--- config.mk ---
export PLATFORM = sky130hd
export DESIGN_NAME = fp32_uart_loop
export DESIGN_NICKNAME = d
export VERILOG_FILES = /design/src/source/fp32_link_pkg.sv /design/src/source/fp32_uart_loop.sv /design/src/source/record_assembler.sv /design/src/source/uart_byte_rx.sv /design/src/source/uart_word_tx.sv
export VERILOG_INCLUDE_DIRS = /design/src /design/src/source
export SDC_FILE = /design/constraint.sdc
export NUM_CORES = 1
export LEC_CHECK = 0
export BUFFER_PORTS_ARGS = -buffer_cell sky130_fd_sc_hd__buf_2
export CORE_UTILIZATION = 65
export DETAILED_ROUTE_END_ITERATION = 6
export HOLD_SLACK_MARGIN = 0.08
export PLACE_DENSITY = 0.81
export SLEW_MARGIN = 10
export SYNTH_ARGS = -nofsm -noshare
export SYNTH_HDL_FRONTEND = slang
export SYNTH_HIERARCHICAL = 1
export SYNTH_SLANG_ARGS = --single-unit
--- constraint.sdc ---
create_clock -name CLK_I -period 6.9 [get_ports CLK_I]
set_clock_uncertainty 0.15 [all_clocks]
set_input_delay 1.035 -clock CLK_I [delete_from_list [all_inputs] [get_ports CLK_I]]
set_output_delay 1.035 -clock CLK_I [all_outputs]
set_load 0.05 [all_outputs]
--- src/source/uart_consts.svh ---
`ifndef UART_CONSTS_SVH
`define UART_CONSTS_SVH

// 50 MHz clock to 115200 baud
`define UART_CLKS_PER_BIT 434

// data bits in one frame
`define UART_BITS_PER_BYTE 8

// three fp32 operands A, B and C
`define UART_BYTES_PER_RECORD 12

// one fp32 operand
`define UART_BYTES_PER_WORD 4

// idle high time after every transmitted stop bit
`define UART_IDLE_BITS 1

`endif

--- src/source/fp32_link_pkg.sv ---
`include "uart_consts.svh"

package fp32_link_pkg;

    // one data byte as it comes off the line
    typedef logic [`UART_BITS_PER_BYTE-1:0] byte_t;

    // one fp32 operand, byte 0 in the low bits
    typedef logic [`UART_BYTES_PER_WORD*`UART_BITS_PER_BYTE-1:0] fp32_t;

    // clocks within one bit time, enough for the default period
    typedef logic [15:0] bit_cnt_t;

endpackage

--- src/source/fp32_uart_loop.sv ---
`include "uart_consts.svh"

module fp32_uart_loop #(
    parameter int clks_per_bit = `UART_CLKS_PER_BIT
) (
    input  logic CLK_I,
    input  logic RSTL_I,
    input  logic uart_rx,
    output logic uart_tx
);
    import fp32_link_pkg::*;

    logic  rx_byte_stb;
    byte_t rx_byte;
    logic  rx_frame_err;
    logic  word_stb;
    fp32_t word;

    uart_byte_rx #(
        .clks_per_bit (clks_per_bit)
    ) u_uart_byte_rx (
        .CLK_I        (CLK_I),
        .RSTL_I       (RSTL_I),
        .uart_rx      (uart_rx),
        .rx_byte_stb  (rx_byte_stb),
        .rx_byte      (rx_byte),
        .rx_frame_err (rx_frame_err)
    );

    record_assembler u_record_assembler (
        .CLK_I        (CLK_I),
        .RSTL_I       (RSTL_I),
        .rx_byte_stb  (rx_byte_stb),
        .rx_byte      (rx_byte),
        .rx_frame_err (rx_frame_err),
        .word_stb     (word_stb),
        .word         (word)
    );

    uart_word_tx #(
        .clks_per_bit (clks_per_bit)
    ) u_uart_word_tx (
        .CLK_I    (CLK_I),
        .RSTL_I   (RSTL_I),
        .word_stb (word_stb),
        .word     (word),
        .uart_tx  (uart_tx)
    );

endmodule

--- src/source/record_assembler.sv ---
`include "uart_consts.svh"

module record_assembler (
    input  logic                 CLK_I,
    input  logic                 RSTL_I,
    input  logic                 rx_byte_stb,
    input  fp32_link_pkg::byte_t rx_byte,
    input  logic                 rx_frame_err,
    output logic                 word_stb,
    output fp32_link_pkg::fp32_t word
);
    import fp32_link_pkg::*;

    localparam int cnt_w = $clog2(`UART_BYTES_PER_RECORD);
    localparam logic [cnt_w-1:0] last_byte = cnt_w'(`UART_BYTES_PER_RECORD - 1);
    localparam logic [cnt_w-1:0] word_end  = cnt_w'(`UART_BYTES_PER_WORD);

    logic [cnt_w-1:0] byte_cnt;
    logic             good_byte;
    fp32_t            op_a; // operand A while the record is still arriving

    assign good_byte = rx_byte_stb & ~rx_frame_err;

    always_ff @(posedge CLK_I or negedge RSTL_I) begin
        if (!RSTL_I) begin
            byte_cnt <= '0;
            word_stb <= 1'b0;
        end else begin
            word_stb <= 1'b0;
            if (rx_byte_stb && rx_frame_err) begin
                byte_cnt <= '0; // drop the partial record
            end else if (good_byte) begin
                if (byte_cnt == last_byte) begin
                    byte_cnt <= '0;
                    word_stb <= 1'b1;
                end else begin
                    byte_cnt <= byte_cnt + 1'b1;
                end
            end
        end
    end

    // B and C bytes are only counted
    always_ff @(posedge CLK_I) begin
        if (good_byte && byte_cnt < word_end) begin
            op_a[byte_cnt[1:0]*`UART_BITS_PER_BYTE +: `UART_BITS_PER_BYTE] <= rx_byte;
        end
        if (good_byte && byte_cnt == last_byte) begin
            word <= op_a; // held until the next record completes
        end
    end

endmodule

--- src/source/uart_byte_rx.sv ---
`include "uart_consts.svh"

module uart_byte_rx #(
    parameter int clks_per_bit = `UART_CLKS_PER_BIT
) (
    input  logic                 CLK_I,
    input  logic                 RSTL_I,
    input  logic                 uart_rx,
    output logic                 rx_byte_stb,
    output fp32_link_pkg::byte_t rx_byte,
    output logic                 rx_frame_err
);
    import fp32_link_pkg::*;

    localparam int       bit_idx_w = $clog2(`UART_BITS_PER_BYTE);
    localparam bit_cnt_t half_cnt  = bit_cnt_t'(clks_per_bit / 2 - 1);
    localparam bit_cnt_t full_cnt  = bit_cnt_t'(clks_per_bit - 1);
    localparam logic [bit_idx_w-1:0] last_bit = bit_idx_w'(`UART_BITS_PER_BYTE - 1);

    typedef enum logic [1:0] {st_idle, st_start, st_data, st_stop} rx_state_t;

    rx_state_t            state;
    bit_cnt_t             clk_cnt;
    logic [bit_idx_w-1:0] bit_idx;
    logic [1:0]           sync_q;
    logic                 rx_s;

    assign rx_s = sync_q[1];

    always_ff @(posedge CLK_I or negedge RSTL_I) begin
        if (!RSTL_I) begin
            sync_q       <= 2'b11; // line idles high
            state        <= st_idle;
            clk_cnt      <= '0;
            bit_idx      <= '0;
            rx_byte_stb  <= 1'b0;
            rx_frame_err <= 1'b0;
        end else begin
            sync_q      <= {sync_q[0], uart_rx};
            rx_byte_stb <= 1'b0;
            clk_cnt     <= clk_cnt + 1'b1;
            case (state)
                st_idle: begin
                    clk_cnt <= '0;
                    bit_idx <= '0;
                    if (!rx_s) begin
                        state <= st_start;
                    end
                end
                st_start: begin
                    if (clk_cnt == half_cnt) begin
                        clk_cnt <= '0;
                        state   <= rx_s ? st_idle : st_data; // glitch goes back to idle
                    end
                end
                st_data: begin
                    if (clk_cnt == full_cnt) begin
                        clk_cnt <= '0;
                        bit_idx <= bit_idx + 1'b1;
                        if (bit_idx == last_bit) begin
                            state <= st_stop;
                        end
                    end
                end
                st_stop: begin
                    if (clk_cnt == full_cnt) begin
                        rx_byte_stb  <= 1'b1;
                        rx_frame_err <= ~rx_s; // stop bit must be high
                        state        <= st_idle;
                    end
                end
                default: state <= st_idle;
            endcase
        end
    end

    // shift register, LSB arrives first
    always_ff @(posedge CLK_I) begin
        if (state == st_data && clk_cnt == full_cnt) begin
            rx_byte <= {rx_s, rx_byte[`UART_BITS_PER_BYTE-1:1]};
        end
    end

endmodule

--- src/source/uart_word_tx.sv ---
`include "uart_consts.svh"

module uart_word_tx #(
    parameter int clks_per_bit = `UART_CLKS_PER_BIT
) (
    input  logic                 CLK_I,
    input  logic                 RSTL_I,
    input  logic                 word_stb,
    input  fp32_link_pkg::fp32_t word,
    output logic                 uart_tx
);
    import fp32_link_pkg::*;

    localparam bit_cnt_t   full_cnt  = bit_cnt_t'(clks_per_bit - 1);
    // start, data bits, stop, then idle bits
    localparam logic [3:0] stop_bit  = 4'(`UART_BITS_PER_BYTE + 1);
    localparam logic [3:0] last_bit  = 4'(`UART_BITS_PER_BYTE + 1 + `UART_IDLE_BITS);
    localparam logic [1:0] last_byte = 2'(`UART_BYTES_PER_WORD - 1);

    logic       busy;
    bit_cnt_t   clk_cnt;
    logic [3:0] bit_idx;
    logic [1:0] byte_idx;
    fp32_t      tx_word;

    // line level for one slot after the start bit
    function automatic logic bit_level(input logic [3:0] idx, input logic [1:0] sel);
        logic [3:0] data_idx;
        data_idx = idx - 4'd1;
        if (idx < stop_bit) begin
            return tx_word[sel*`UART_BITS_PER_BYTE + data_idx];
        end
        return 1'b1; // stop and idle
    endfunction

    always_ff @(posedge CLK_I or negedge RSTL_I) begin
        if (!RSTL_I) begin
            busy     <= 1'b0;
            clk_cnt  <= '0;
            bit_idx  <= '0;
            byte_idx <= '0;
            uart_tx  <= 1'b1;
        end else if (!busy) begin
            if (word_stb) begin
                busy     <= 1'b1;
                clk_cnt  <= '0;
                bit_idx  <= '0;
                byte_idx <= '0;
                uart_tx  <= 1'b0; // first start bit
            end
        end else if (clk_cnt == full_cnt) begin
            clk_cnt <= '0;
            if (bit_idx == last_bit) begin
                bit_idx <= '0;
                if (byte_idx == last_byte) begin
                    busy    <= 1'b0;
                    uart_tx <= 1'b1;
                end else begin
                    byte_idx <= byte_idx + 1'b1;
                    uart_tx  <= 1'b0; // next start bit
                end
            end else begin
                bit_idx <= bit_idx + 1'b1;
                uart_tx <= bit_level(bit_idx + 4'd1, byte_idx);
            end
        end else begin
            clk_cnt <= clk_cnt + 1'b1;
        end
    end

    // the word stays put while the frames go out
    always_ff @(posedge CLK_I) begin
        if (word_stb && !busy) begin
            tx_word <= word;
        end
    end

endmodule
# Word-level counts from Yosys, hierarchy flattened

Cells that the tools add are included.

Bits in read-only memories: 0
Register bits after elaboration: 158
Latch bits: 0
Logic and storage cells: 118
Memories: 0
Output and inout bits: 1
Bits in writable memories: 0
Bits of input ports: 3

Bitwise logic cells: 3
$lt $le $gt $ge: 3
Div/mod/pow operators: 0
$mul: 0
Equal/unequal tests: 18
$add $sub $neg: 9
Reduce and logical (&&, ||, !) cells: 15
Mux-type cells: 51
Shifts and indexed selects: 2

Operators with widths:

| cell                                                   | number |
|---|---|
| 2-to-1 mux 16 bit                                      | 5 |
| case mux 16 bit (3 select lines)                       | 1 |
| negator 5 -> 34 bit                                    | 1 |
| variable shift 8 x 34 -> 32 bit (first input constant) | 1 |
| indexed part select 8 x 34 -> 32 bit                   | 1 |
| adder 16 x 1 -> 16 bit (second input constant)         | 2 |
| bitwise mux 32 bit                                     | 1 |
| equality test 16 x 9 -> 1 bit (second input constant)  | 2 |
| < comparator 32 x 6 -> 1 bit (second input constant)   | 1 |
| 2-to-1 mux 4 bit                                       | 7 |
| 2-to-1 mux 1 bit                                       | 22 |
| 2-to-1 mux 2 bit                                       | 11 |
| equality test 16 x 8 -> 1 bit (second input constant)  | 1 |
| adder 4 x 1 -> 4 bit (second input constant)           | 2 |
| equality test 4 bit (second input constant)            | 2 |
| != test 2 x 1 -> 1 bit (second input constant)         | 4 |
| != test 2 bit (second input constant)                  | 4 |
| case mux 2 bit (4 select lines)                        | 1 |
| adder 5 x 4 -> 6 bit                                   | 1 |
| equality test 2 bit (second input constant)            | 3 |
| case mux 3 bit (2 select lines)                        | 1 |
| AND reduction 2 bit                                    | 3 |
| nonzero test 2 bit                                     | 3 |
| binary-select mux 1 bit (select 5 bit)                 | 1 |
| 15 further kinds                                       | 20 |

# Longest topological paths before layout

Depth after elaboration: 10
Depth in mapped cells: 16
Depth with buffers taken out: 13

# Modules after synthesis

Netlist, hierarchy kept.

Modules (own cells, without submodules):

| module           | area each (sq um) | cells each | seq. area each (sq um) | instances |
|---|---|---|---|---|
| uart_word_tx     | 2665.1            | 223        | 1562.7                 | 1 |
| record_assembler | 2539.9            | 137        | 2047.0                 | 1 |
| uart_byte_rx     | 1624.1            | 142        | 868.3                  | 1 |

# Worst setup path after synthesis

No wires, ideal clock.

Kind: flip-flop to flip-flop
Start: reg u_uart_word_tx.bit_idx[0]
End: reg u_uart_word_tx.uart_tx
Path slack: 3.800 ns
Cell stages (with the launch flop): 16
Data arrival time: 2.866 ns
Clock period less this slack: 3.100 ns
Setup time: 0.085 ns
Path buffers: 3
Required time: 6.665 ns
Cell sequence: dfrtp_1 -> buf_6 -> buf_2 -> inv_1 -> ha_1 -> clkbuf_1 -> nor2b_1 -> a21oi_1 -> o21ai_0 -> nand2_1 -> xnor2_1 -> ha_1 -> o2111ai_1 -> o21ai_1 -> a2111oi_2 -> o21ai_1

Longest elaborated chain between the ends: 10
Elaborated cells on any way between the ends: 16
Those cells by class: 3 x add/sub; 1 x order compare; 1 x eq/ne; 11 x mux

RTL lines:

| what                                                                              | line                                   | RTL |
|---|---|---|
| start: declaration                                                                | uart_word_tx.sv:22                     | `logic [3:0] bit_idx;` |
| start signal: assignment                                                          | uart_word_tx.sv:63                     | `bit_idx <= bit_idx + 1'b1;` |
| adder 4 x 1 -> 4 bit                                                              | uart_word_tx.sv:64                     | `uart_tx <= bit_level(bit_idx + 4'd1, byte_idx);` |
| subtractor 4 x 1 -> 4 bit / < comparator 4 bit (equally long branches)            | uart_word_tx.sv:29, uart_word_tx.sv:30 |  |
| adder 5 x 4 -> 6 bit / 2-to-1 mux 1 bit (equally long branches)                   | uart_word_tx.sv:31, uart_word_tx.sv:30 |  |
| binary-select mux 1 bit (select 5 bit) / 2-to-1 mux 1 bit (equally long branches) | uart_word_tx.sv:31, uart_word_tx.sv:53 |  |
| 2-to-1 mux 1 bit (on tied branches)                                               | uart_word_tx.sv:31, uart_word_tx.sv:51 |  |
| 2-to-1 mux 1 bit (on tied branches)                                               | uart_word_tx.sv:30, uart_word_tx.sv:43 |  |
| 2-to-1 mux 1 bit                                                                  | uart_word_tx.sv:33                     | `return 1'b1;` |
| 2-to-1 mux 1 bit *                                                                | uart_word_tx.sv:53                     | `if (bit_idx == last_bit) begin` |
| 2-to-1 mux 1 bit *                                                                | uart_word_tx.sv:51                     | `end else if (clk_cnt == full_cnt) begin` |
| 2-to-1 mux 1 bit *                                                                | uart_word_tx.sv:43                     | `end else if (!busy) begin` |
| end signal: assignment                                                            | uart_word_tx.sv:64                     |  |
| end: declaration                                                                  | uart_word_tx.sv:10                     | `output logic uart_tx` |

Every way passes the cells marked *; elsewhere a longest branch is shown, timed or not. The select of a mux whose other input is x is not followed.
A chain may end at the register's enable or synchronous reset.

# Final worst setup path

Same ends and word-level chain as after synthesis.

==> key figures <==
Synthesis
  – Synthesized instance count: 502
  – Number of synthesized register bits: 158
  – Post-synthesis mux area share: 2.97%
  – Xor/xnor share of the synthesized area: 2.31%
  – Simple-gate share of the synthesized area: 17.0%
  – EDFF count, synth: 104
  – Post-synth cell types: 61
  – Largest family of logic cells by synthesized area: simple AND/OR/NAND/NOR gates
  – Compound-Gate Fraction of Synth Area: 6.83%
  – Post-Syn Area per Cell: 13.6 sq um
  – Area share of the largest cell type after synthesis: 45.7%
  – Syn Std Cell Area: 6830 sq um
  – Most instantiated cells after synthesis: edfxtp_1 (104), dfrtp_1 (51), and2_1 (38)
  – Syn Nets: 522
  – Dominant cell type by area after synthesis: edfxtp_1
  – FFs w/ async S/R, synth: 34.2%
  – Synth Flop Type: edfxtp_1
  – Count leader, synth: edfxtp_1
  – Ys Warns: 6
  – Largest cells by area after synthesis: edfxtp_1 (46%), dfrtp_1 (19%), and2_1 (3.5%)
  – Register area share after synthesis: 65.6%
  – Synth Area in Adders: 3.11%

Clock network
  – Reg clk slew, reported paths: 60 ps
  – CTS H-Tree Depth: 4
  – Sink Count: 158
  – # resized after CTS: 0
  – CTS tree: done
  – Clock Root Buffer: clkbuf_8
  – CTS Buf Count: 17
  – Clock Tree Buf Depth: 2
  – Postcts setup bufs: 0
  – Clock latency on the worst-skew pair: 520 ps
  – Hold_buf cts: 0

Worst setup path
  – Crit Path Class: flop to flop
  – Worst path top cell family by delay: flip-flops
  – Crit path from: u_uart_word_tx/bit_idx[0]$_DFFE_PN0P_
  – Critical Path Sink Type: flop
  – Max incr delay on CP: 930 ps
  – Crit path max fanout: 21
  – Worst Setup EP: u_uart_word_tx/uart_tx$_DFFE_PN1P_
  – Crit path depth: 12
  – FF-to-FF path depth: 12
  – CP startpoint kind: flop
  – Worst path bufs/invs: 1
  – Critical Path RT: 7190 ps
  – RR Endpoint: u_uart_word_tx/uart_tx$_DFFE_PN1P_
  – Arrival @ worst endpoint: 3810 ps
  – Worst-path cell chain: inv_1 -> ha_1 -> nor2b_1 -> a21oi_1 -> o21ai_0 -> nand2_1 -> xnor2_1 -> ha_1 -> nand4b_1 -> a21oi_1 -> a2111oi_2 -> o21ai_1
  – Worst reg2reg setup slack: 3380 ps
  – Slowest-stage cell, CP: dfrtp_1
  – Reg2reg start: u_uart_word_tx/bit_idx[0]$_DFFE_PN0P_

Layout
  – Nets@finish: 531
  – Util after Layout: 73.4%
  – Layout area overhead: 10.5%
  – Diode count: 0
  – Layout cell share with drive strength beyond 1: 13.0%
  – Fillers: 641
  – Post-route insts no fill: 660

Global routing
  – Tot GR Track Use: 23.8%
  – Routing usage on met1: 29.9%
  – First-pass GRT wire length: 19500 um
  – Largest net degree at the start of global routing: 55
  – Vias in the first global route: 3946
  – Most used routing layer: met2
  – Aggregate global routing overflow: 0
  – Met2 Use GR: 39.9%
  – Met3 Use GR: 5.95%
  – Antenna violations before repair: 0

Power
  – Worst vdd ir: 0.000210 V
  – Pwr Total: 1.97 mW
  – Pwr Density: 261 nW/um^2
  – Pleak: 2.57 nW

Place
  – Pre-CTS setup slack: 3430 ps
  – PortBufs: 3
  – Placer Congestion: 0.856
  – Dpl hpwl: 7590 um
  – Placed insts: 628

Floorplanning
  – Total die area: 10900 sq um
  – Die Y: 105 um
  – Die Wd: 105 um
  – Initial core utilization: 66.4%
  – Core Box Area: 10300 sq um
  – IO Pins: 4
  – Num rows: 37

Job
  – Max-cap violations: 0

Detailed routing
  – Final ANT Viol Nets: 0
  – DR vias: 3980
  – Drt via density: 6.03
  – 1st-pass router iterations: 5
  – Wire length per cell: 17.8 um
  – Post-route DRC: 0
  – Number of DRC markers in iteration 0: 248
  – WL final: 11700 um

Timing
  – Fin Setup TNS: 0 ps
  – Setup ws final: 3380 ps
  – Slew @ Worst Pin: 1070 ps
  – Fmax: 284 MHz
  – Period minus WS final: 3520 ps
  – Max_slew headroom: 28.5%
  – Fin. Hold Viols: 0
  – Final setup fails: 0
  – Period utilisation layout: 51.0%
  – RSZ-0062 raised after global routing: no
  – Slew Limit Fails: 0

Worst hold path
  – Hold Path Class: flop to flop

Status
  – Status: finished, final reports clean
==> placed cells by master, fill, tap and decap left out, types with 12 or more instances in the layout <==
master / synthesis / final
o21ai_0: 30 / 30
clkbuf_16: 0 / 16
dfrtp_1: 51 / 51
ha_1: 17 / 17
nand3_1: 25 / 25
nand2_1: 35 / 35
edfxtp_1: 104 / 104
mux2i_1: 12 / 12
nor2_1: 32 / 31
and2_1: 38 / 38
==> metrics by stage <==
stage,hold WS (ps),cell area [sq um]
3_3_place_gp,196,6930
4_1_cts,206,7550
3_5_place_dp,197,6930
5_1_grt,215,7550
6_report,207,7550
2_1_floorplan,195,6830
==> area by class of cell <==
type | instances | area, sq um | area share (%)
flip-flops and latches | 158 | 4480 | 59.3
well taps | 136 | 170 | 2.25
multi-input cells | 317 | 2200 | 29.2
clock buffers | 18 | 428 | 5.67
repair buffers | 6 | 37.5 | 0.497
clock inverters | 14 | 189 | 2.50
inverters | 11 | 41.3 | 0.547
==> registers in the layout, indices dropped and copies added, names as in the netlist, named ones only <==
register,flops
u_record_assembler/byte_cnt,4
u_uart_word_tx/byte_idx,2
u_uart_byte_rx/bit_idx,3
u_uart_byte_rx/sync_q,2
u_uart_byte_rx/rx_byte,8
u_uart_word_tx/busy,1
u_record_assembler/op_a,32
u_uart_word_tx/bit_idx,4
u_uart_byte_rx/state,1
u_uart_byte_rx/clk_cnt,16
u_uart_byte_rx/rx_byte_stb,1
u_uart_word_tx/tx_word,32
u_uart_byte_rx/rx_frame_err,1
u_record_assembler/word_stb,1
u_uart_word_tx/uart_tx,1
u_uart_word_tx/clk_cnt,16
u_record_assembler/word,32
==> kinds of logic after synthesis <==
group	after synthesis
flip-flops	158
AND/OR/NAND/NOR	195
adder cells (fa/ha/maj)	17
multiplexers	17
buffers and inverters	27
AO/OA/AOI/OAI	70
XOR/XNOR	18
==> power breakdown <==
| group | switching (mW) | leakage [nW] | internal (mW) |
|---|---|---|---|
| Sequential | 0.000514 | 1.45 | 1.00 |
| Clock | 0.363 | 0.297 | 0.597 |
| Combinational | 0.00608 | 0.823 | 0.000759 |
==> worst min-delay path by stage <==
stage / from / end / cells after the start / slack [ps]
2_1_floorplan: u_uart_byte_rx/sync_q[0]$_DFF_PN1_ / u_uart_byte_rx/sync_q[1]$_DFF_PN1_ / 0 / 200
4_1_cts: u_uart_byte_rx/sync_q[0]$_DFF_PN1_ / u_uart_byte_rx/sync_q[1]$_DFF_PN1_ / 0 / 210
6_report: u_uart_byte_rx/sync_q[0]$_DFF_PN1_ / u_uart_byte_rx/sync_q[1]$_DFF_PN1_ / 0 / 210
3_5_place_dp: u_uart_byte_rx/sync_q[0]$_DFF_PN1_ / u_uart_byte_rx/sync_q[1]$_DFF_PN1_ / 0 / 200
5_1_grt: u_uart_byte_rx/sync_q[0]$_DFF_PN1_ / u_uart_byte_rx/sync_q[1]$_DFF_PN1_ / 0 / 210
3_3_place_gp: u_uart_byte_rx/sync_q[0]$_DFF_PN1_ / u_uart_byte_rx/sync_q[1]$_DFF_PN1_ / 0 / 200
==> metal layers <==
layer | share of wire (%) | up-vias
met5 | 0 | -
met4 | 0.48 | 0
met3 | 4.8 | 4
met2 | 52 | 136
met1 | 43 | 1964
li1 | - | 1876
(Power assumes the default switching activity.)
